===== config.mk =====
export PLATFORM = sky130hd
export DESIGN_NAME = stream_merger
export DESIGN_NICKNAME = d
export VERILOG_FILES = /design/src/common/merge_pkg.sv /design/src/merger/stream_merger.sv /design/src/merger/merge_pipe.sv /design/src/merger/merge_control.sv /design/src/design/stream_fifo.sv
export SDC_FILE = /design/constraint.sdc
export NUM_CORES = 2
export LEC_CHECK = 0
export ABC_AREA = 1
export BUFFER_PORTS_ARGS = -buffer_cell sky130_fd_sc_hd__buf_2
export CAP_MARGIN = 20
export CORE_UTILIZATION = 45
export CTS_BUF_LIST = sky130_fd_sc_hd__clkbuf_8 sky130_fd_sc_hd__clkbuf_16
export CTS_CLUSTER_DIAMETER = 120
export DETAILED_ROUTE_END_ITERATION = 10
export GPL_ROUTABILITY_DRIVEN = 0
export HOLD_SLACK_MARGIN = 0.02
export MAX_ROUTING_LAYER = met4
export PLACE_DENSITY = 0.64
export REMOVE_ABC_BUFFERS = 1
export SYNTH_ARGS = -nofsm -noshare
export SYNTH_HDL_FRONTEND = slang
export SYNTH_HIERARCHICAL = 1
export SYNTH_SLANG_ARGS = --single-unit

===== constraint.sdc =====
create_clock -name i_clk -period 5.9 [get_ports i_clk]
set_input_delay 0.885 -clock i_clk [delete_from_list [all_inputs] [get_ports i_clk]]
set_output_delay 0.885 -clock i_clk [all_outputs]
set_load 0.05 [all_outputs]

===== src/common/merge_pkg.sv =====
`default_nettype none

package merge_pkg;

   // Tuple layout: the sort key sits in the low KEY_W bits.
   localparam int TUPLE_W = 64;
   localparam int KEY_W = 32;

   // Every internal FIFO has the same depth.
   localparam int FIFO_DEPTH = 16;
   localparam int FIFO_AW = 4;

   // The output FIFO must absorb both pipe stages and the tuple popped in the same cycle.
   localparam int FIFO_SLACK = 3;

   typedef logic [TUPLE_W-1:0] tuple_t;
   typedef logic [KEY_W-1:0] key_t;

   // Merge decision for one cycle.
   typedef enum logic [1:0] {
      SEL_NONE = 2'd0,
      SEL_A    = 2'd1,
      SEL_B    = 2'd2,
      SEL_END  = 2'd3
   } sel_e;

endpackage

`default_nettype wire

===== src/merger/stream_merger.sv =====
`timescale 1ns/100ps
`default_nettype none

module stream_merger
   import merge_pkg::*;
(
   input  wire logic   i_clk,
   input  wire logic   i_rst_n,
   input  wire tuple_t i_a_data,
   input  wire logic   i_a_empty,
   output logic        o_a_read,
   input  wire tuple_t i_b_data,
   input  wire logic   i_b_empty,
   output logic        o_b_read,
   input  wire logic   i_out_ready,
   output logic        o_out_write,
   output tuple_t      o_out_data
);

   tuple_t a_head;
   tuple_t b_head;
   tuple_t pipe_data;
   logic a_empty;
   logic a_full;
   logic b_empty;
   logic b_full;
   logic out_empty;
   logic out_almost_full;
   logic a_pop;
   logic b_pop;
   logic pipe_write;
   logic out_ready_q;
   sel_e sel;

   // The downstream ready is taken one cycle late.
   always_ff @(posedge i_clk or negedge i_rst_n) begin
      if (!i_rst_n) begin
         out_ready_q <= 1'b0;
      end else begin
         out_ready_q <= i_out_ready;
      end
   end

   assign o_a_read = !i_a_empty && !a_full;
   assign o_b_read = !i_b_empty && !b_full;
   assign o_out_write = out_ready_q && !out_empty;

   stream_fifo u_fifo_a (
      .i_clk         (i_clk),
      .i_rst_n       (i_rst_n),
      .i_enq         (o_a_read),
      .i_data        (i_a_data),
      .i_deq         (a_pop),
      .o_data        (a_head),
      .o_empty       (a_empty),
      .o_full        (a_full),
      .o_almost_full ()
   );

   stream_fifo u_fifo_b (
      .i_clk         (i_clk),
      .i_rst_n       (i_rst_n),
      .i_enq         (o_b_read),
      .i_data        (i_b_data),
      .i_deq         (b_pop),
      .o_data        (b_head),
      .o_empty       (b_empty),
      .o_full        (b_full),
      .o_almost_full ()
   );

   merge_control u_merge_control (
      .i_a_head          (a_head),
      .i_a_empty         (a_empty),
      .i_b_head          (b_head),
      .i_b_empty         (b_empty),
      .i_out_almost_full (out_almost_full),
      .o_a_pop           (a_pop),
      .o_b_pop           (b_pop),
      .o_sel             (sel)
   );

   merge_pipe u_merge_pipe (
      .i_clk    (i_clk),
      .i_rst_n  (i_rst_n),
      .i_sel    (sel),
      .i_a_head (a_head),
      .i_b_head (b_head),
      .o_write  (pipe_write),
      .o_data   (pipe_data)
   );

   // Almost-full leaves room for the tuples still in the pipe.
   stream_fifo u_fifo_out (
      .i_clk         (i_clk),
      .i_rst_n       (i_rst_n),
      .i_enq         (pipe_write),
      .i_data        (pipe_data),
      .i_deq         (o_out_write),
      .o_data        (o_out_data),
      .o_empty       (out_empty),
      .o_full        (),
      .o_almost_full (out_almost_full)
   );

endmodule

`default_nettype wire


===== src/merger/merge_pipe.sv =====
`timescale 1ns/100ps
`default_nettype none

module merge_pipe
   import merge_pkg::*;
(
   input  wire logic   i_clk,
   input  wire logic   i_rst_n,
   input  wire sel_e   i_sel,
   input  wire tuple_t i_a_head,
   input  wire tuple_t i_b_head,
   output logic        o_write,
   output tuple_t      o_data
);

   tuple_t pick;
   tuple_t s1_data;
   tuple_t s2_data;
   logic s1_valid;
   logic s2_valid;

   // SEL_END emits an all-zero sentinel.
   always_comb begin
      case (i_sel)
         SEL_A:   pick = i_a_head;
         SEL_B:   pick = i_b_head;
         default: pick = '0;
      endcase
   end

   always_ff @(posedge i_clk or negedge i_rst_n) begin
      if (!i_rst_n) begin
         s1_valid <= 1'b0;
         s2_valid <= 1'b0;
      end else begin
         s1_valid <= (i_sel != SEL_NONE);
         s2_valid <= s1_valid;
      end
   end

   always_ff @(posedge i_clk) begin
      s1_data <= pick;
      s2_data <= s1_data;
   end

   assign o_write = s2_valid;
   assign o_data = s2_data;

endmodule

`default_nettype wire


===== src/merger/merge_control.sv =====
`timescale 1ns/100ps
`default_nettype none

module merge_control
   import merge_pkg::*;
(
   input  wire tuple_t i_a_head,
   input  wire logic   i_a_empty,
   input  wire tuple_t i_b_head,
   input  wire logic   i_b_empty,
   input  wire logic   i_out_almost_full,
   output logic        o_a_pop,
   output logic        o_b_pop,
   output sel_e        o_sel
);

   key_t key_a;
   key_t key_b;
   logic a_zero;
   logic b_zero;
   logic a_lte_b;
   logic can_go;

   assign key_a = i_a_head[KEY_W-1:0];
   assign key_b = i_b_head[KEY_W-1:0];

   // A zero key is the sentinel that closes a run.
   assign a_zero = (key_a == '0);
   assign b_zero = (key_b == '0);
   assign a_lte_b = (key_a <= key_b);

   // Both heads are needed before anything can be compared.
   assign can_go = !i_out_almost_full && !i_a_empty && !i_b_empty;

   always_comb begin
      o_sel = SEL_NONE;
      if (can_go) begin
         if (a_zero && b_zero) begin
            o_sel = SEL_END;
         end else if (a_zero) begin
            // Run A is done, so B drains until its own sentinel.
            o_sel = SEL_B;
         end else if (b_zero) begin
            o_sel = SEL_A;
         end else if (a_lte_b) begin
            o_sel = SEL_A;
         end else begin
            o_sel = SEL_B;
         end
      end
   end

   // On SEL_END both sentinels are consumed and a single one is emitted.
   assign o_a_pop = (o_sel == SEL_A) || (o_sel == SEL_END);
   assign o_b_pop = (o_sel == SEL_B) || (o_sel == SEL_END);

endmodule

`default_nettype wire


===== src/design/stream_fifo.sv =====
`timescale 1ns/100ps
`default_nettype none

module stream_fifo
   import merge_pkg::*;
#(
   parameter int DEPTH = FIFO_DEPTH,
   parameter int AW = FIFO_AW
) (
   input  wire logic   i_clk,
   input  wire logic   i_rst_n,
   input  wire logic   i_enq,
   input  wire tuple_t i_data,
   input  wire logic   i_deq,
   output tuple_t      o_data,
   output logic        o_empty,
   output logic        o_full,
   output logic        o_almost_full
);

   localparam logic [AW:0] DEPTH_CNT = (AW+1)'(DEPTH);
   localparam logic [AW:0] AF_LEVEL = (AW+1)'(DEPTH - FIFO_SLACK);
   localparam logic [AW-1:0] LAST_PTR = AW'(DEPTH - 1);

   tuple_t mem [DEPTH];
   logic [AW-1:0] wr_ptr;
   logic [AW-1:0] rd_ptr;
   logic [AW:0] count;
   logic wr_ok;
   logic rd_ok;

   assign wr_ok = i_enq && !o_full;
   assign rd_ok = i_deq && !o_empty;

   always_ff @(posedge i_clk or negedge i_rst_n) begin
      if (!i_rst_n) begin
         wr_ptr <= '0;
         rd_ptr <= '0;
         count <= '0;
      end else begin
         if (wr_ok) begin
            wr_ptr <= (wr_ptr == LAST_PTR) ? '0 : wr_ptr + 1'b1;
         end
         if (rd_ok) begin
            rd_ptr <= (rd_ptr == LAST_PTR) ? '0 : rd_ptr + 1'b1;
         end
         case ({wr_ok, rd_ok})
            2'b10:   count <= count + 1'b1;
            2'b01:   count <= count - 1'b1;
            default: count <= count;
         endcase
      end
   end

   always_ff @(posedge i_clk) begin
      if (wr_ok) begin
         mem[wr_ptr] <= i_data;
      end
   end

   // The head is visible before it is dequeued.
   assign o_data = mem[rd_ptr];
   assign o_empty = (count == '0);
   assign o_full = (count == DEPTH_CNT);
   assign o_almost_full = (count > AF_LEVEL);

endmodule

`default_nettype wire


==> results.json <==
{
  "outcome": "complete, no violations",
  "syn2layout_area_growth_pct": 12.2,
  "clk_latency_ns": 0.94,
  "ff2ff_setup_slack_ns": 0.55,
  "cts_tree": "yes",
  "switchingPower_w": 0.0321,
  "synth_warnings": 6,
  "combPwrFrac_pct": 36.9,
  "drv_cap": 0,
  "cts_buffers": 343,
  "rsz0062_at_grt": "false",
  "hold_violations": 0,
  "first_iter_violations": 9331,
  "p_sw_share_pct": 40.5,
  "die_h_um": 561,
  "clockBufferDepth": 4,
  "maxSlewHeadroom_pct": 20.4,
  "start_kind": "flip-flop",
  "drc": 0,
  "synth_area_per_cell_um2": 10.0,
  "clkTransAtPathRegs_ns": 0.06,
  "ant_nets": 0,
  "drive_gt1_share_pct": 6.73,
  "dieWidth_um": 561,
  "crit_arrival_ns": 6.15,
  "setup_viol": 0,
  "critPathSlowestCell": "dfrtp_4",
  "post-route-cell-area_um2": 158000,
  "critPathRequiredTime_ns": 6.70,
  "port_buffers": 199,
  "h-tree-depth": 5,
  "hold_ws_ns": 0.0844,
  "tightest_slew_ns": 1.19,
  "ctsRootBufferMaster": "clkbuf_16",
  "nNetsFinal": 14342,
  "pwr-share-seq_pct": 36.5,
  "clkPwrFrac_pct": 26.6,
  "finalCritPeriodShare_pct": 90.6,
  "pre_cts_ws_ns": 0.722,
  "end_kind": "flip-flop",
  "antenna_found_initial": 90,
  "leakage_nw": 69.8,
  "period_needed_ns": 5.35,
  "viasPerCell": 5.02,
  "layout_setup_ws_ns": 0.554,
  "rows": 204,
  "r2r-start": "u_fifo_a/rd_ptr[0]$_DFFE_PN0P_",
  "reg2reg_depth": 30,
  "p_total_w": 0.0792,
  "io_pins": 200,
  "netlist_area_um2": 140000,
  "vias": 93312,
  "reg2reg_to": "u_fifo_a/count[4]$_DFFE_PN0P_",
  "mostFrequentLayoutCell": "nand2_1",
  "slew_violations": 0,
  "dpl.hpwl_um": 200000,
  "cts_sinks": 3242,
  "overflow": 0,
  "grt.total_usage_pct": 24.1,
  "path_class": "flip-flop to flip-flop",
  "synth_cells": 14049,
  "max-vdd-ir-drop_uv": 974,
  "start_util_pct": 45.4,
  "worst-path-max-fanout": 178,
  "crit_top_cell": "nand2_1",
  "grt_first_pass_wirelength_um": 554000,
  "power.internal_w": 0.0472,
  "cp_slowest_stage_delay_ns": 0.51,
  "power_density_nw_per_um2": 503,
  "grt_max_degree": 191,
  "worstHoldPathType": "input pin to asynchronous set/reset pin",
  "clock_skew_ns": 0.0628,
  "drt-wirelength-per-cell_um": 20.0,
  "layout_common_cells": "nand2_1, edfxtp_1, inv_1",
  "die_area_um2": 314000,
  "fmax_ghz": 0.187,
  "wirelength_um": 373000,
  "tns_ns": 0,
  "place_area_um2": 146000,
  "core-area_um2": 310000,
  "grt_pass1_vias": 87622,
  "drt_first_pass_iters": 6
}
[power groups by stage]
stage / clock network, W / logic, W / registers [W]
4_1_cts: 0.0214 / 0.0291 / 0.0289
6_report: 0.0211 / 0.0292 / 0.0289
2_1_floorplan: 0 / 0.0169 / 0.0303
3_5_place_dp: 0 / 0.0290 / 0.0294
5_1_grt: 0.0222 / 0.0318 / 0.0291
3_3_place_gp: 0 / 0.0287 / 0.0293
[critical path, delay by kind of cell (launching register included)]
| kind | cells | cell delay [ns] |
|---|---|---|
| fa+ha+maj | 3 | 1.06 |
| compound gates | 1 | 0.39 |
| buf+inv | 6 | 1.01 |
| flops | 1 | 0.51 |
| simple gates | 20 | 1.89 |
[sequential cells by signal (all words and copies together), names as in the netlist, 5 cells and up]
| name | cells |
|---|---|
| u_fifo_a/mem | 1024 |
| u_fifo_b/mem | 1024 |
| u_fifo_out/mem | 1024 |
| u_merge_pipe/o_data | 64 |
| u_merge_pipe/s1_data | 64 |
| u_fifo_a/count | 5 |
| u_fifo_b/count | 5 |
| u_fifo_out/count | 5 |
[cell type report]
class                      instances  area, um2
fill                           27022     152000
sequential                      3242      95900
multi-input combinational       7174      30700
inverter                        2994      11300
clock buffer                     378       9100
tap                             4120       5150
timing repair buffer             389       3290
clock inverter                   254       2040
antenna                           44        110
[per-layer routing]
| metal | track usage, % | up-vias | routed length (um) |
|---|---|---|---|
| met1 | 31.7 | 44604 | 156000 |
| met4 | 7.73 | 0 | 11300 |
| met3 | 3.44 | 672 | 29500 |
| met2 | 38.6 | 3499 | 176000 |
| li1 | - | 44537 | - |
| met5 | - | - | 0 |
[timing repair]
action / in CTS / in global routing
endpoints found under the hold margin: 1 / 0
gates resized for setup: 0 / 0
hold buffers: 1 / 0
setup buffers: 0 / 0
[through the flow]
stage          instances  utilization, %
3_5_place_dp       17918            47.3
2_1_floorplan      13410               -
4_1_cts            18551            50.9
5_1_grt            18593            50.9
3_3_place_gp       17918            47.3
6_report           18595            50.9
[worst max path at each step]
stage | from | to | cells past startpoint
floorplan | u_fifo_b/rd_ptr[0]$_DFFE_PN0P_ | u_merge_pipe/s1_data[0]$_DFF_P_ | 20
detailed placement | u_fifo_b/rd_ptr[0]$_DFFE_PN0P_ | u_fifo_a/count[4]$_DFFE_PN0P_ | 31
global route | u_fifo_b/rd_ptr[0]$_DFFE_PN0P_ | u_fifo_a/count[4]$_DFFE_PN0P_ | 33
global placement | u_fifo_b/rd_ptr[0]$_DFFE_PN0P_ | u_fifo_a/count[4]$_DFFE_PN0P_ | 32
CTS | u_fifo_b/rd_ptr[0]$_DFFE_PN0P_ | u_fifo_a/count[4]$_DFFE_PN0P_ | 31
finish | u_fifo_a/rd_ptr[0]$_DFFE_PN0P_ | u_fifo_a/count[4]$_DFFE_PN0P_ | 30
No activity file was read; power rests on OpenSTA's default activity.
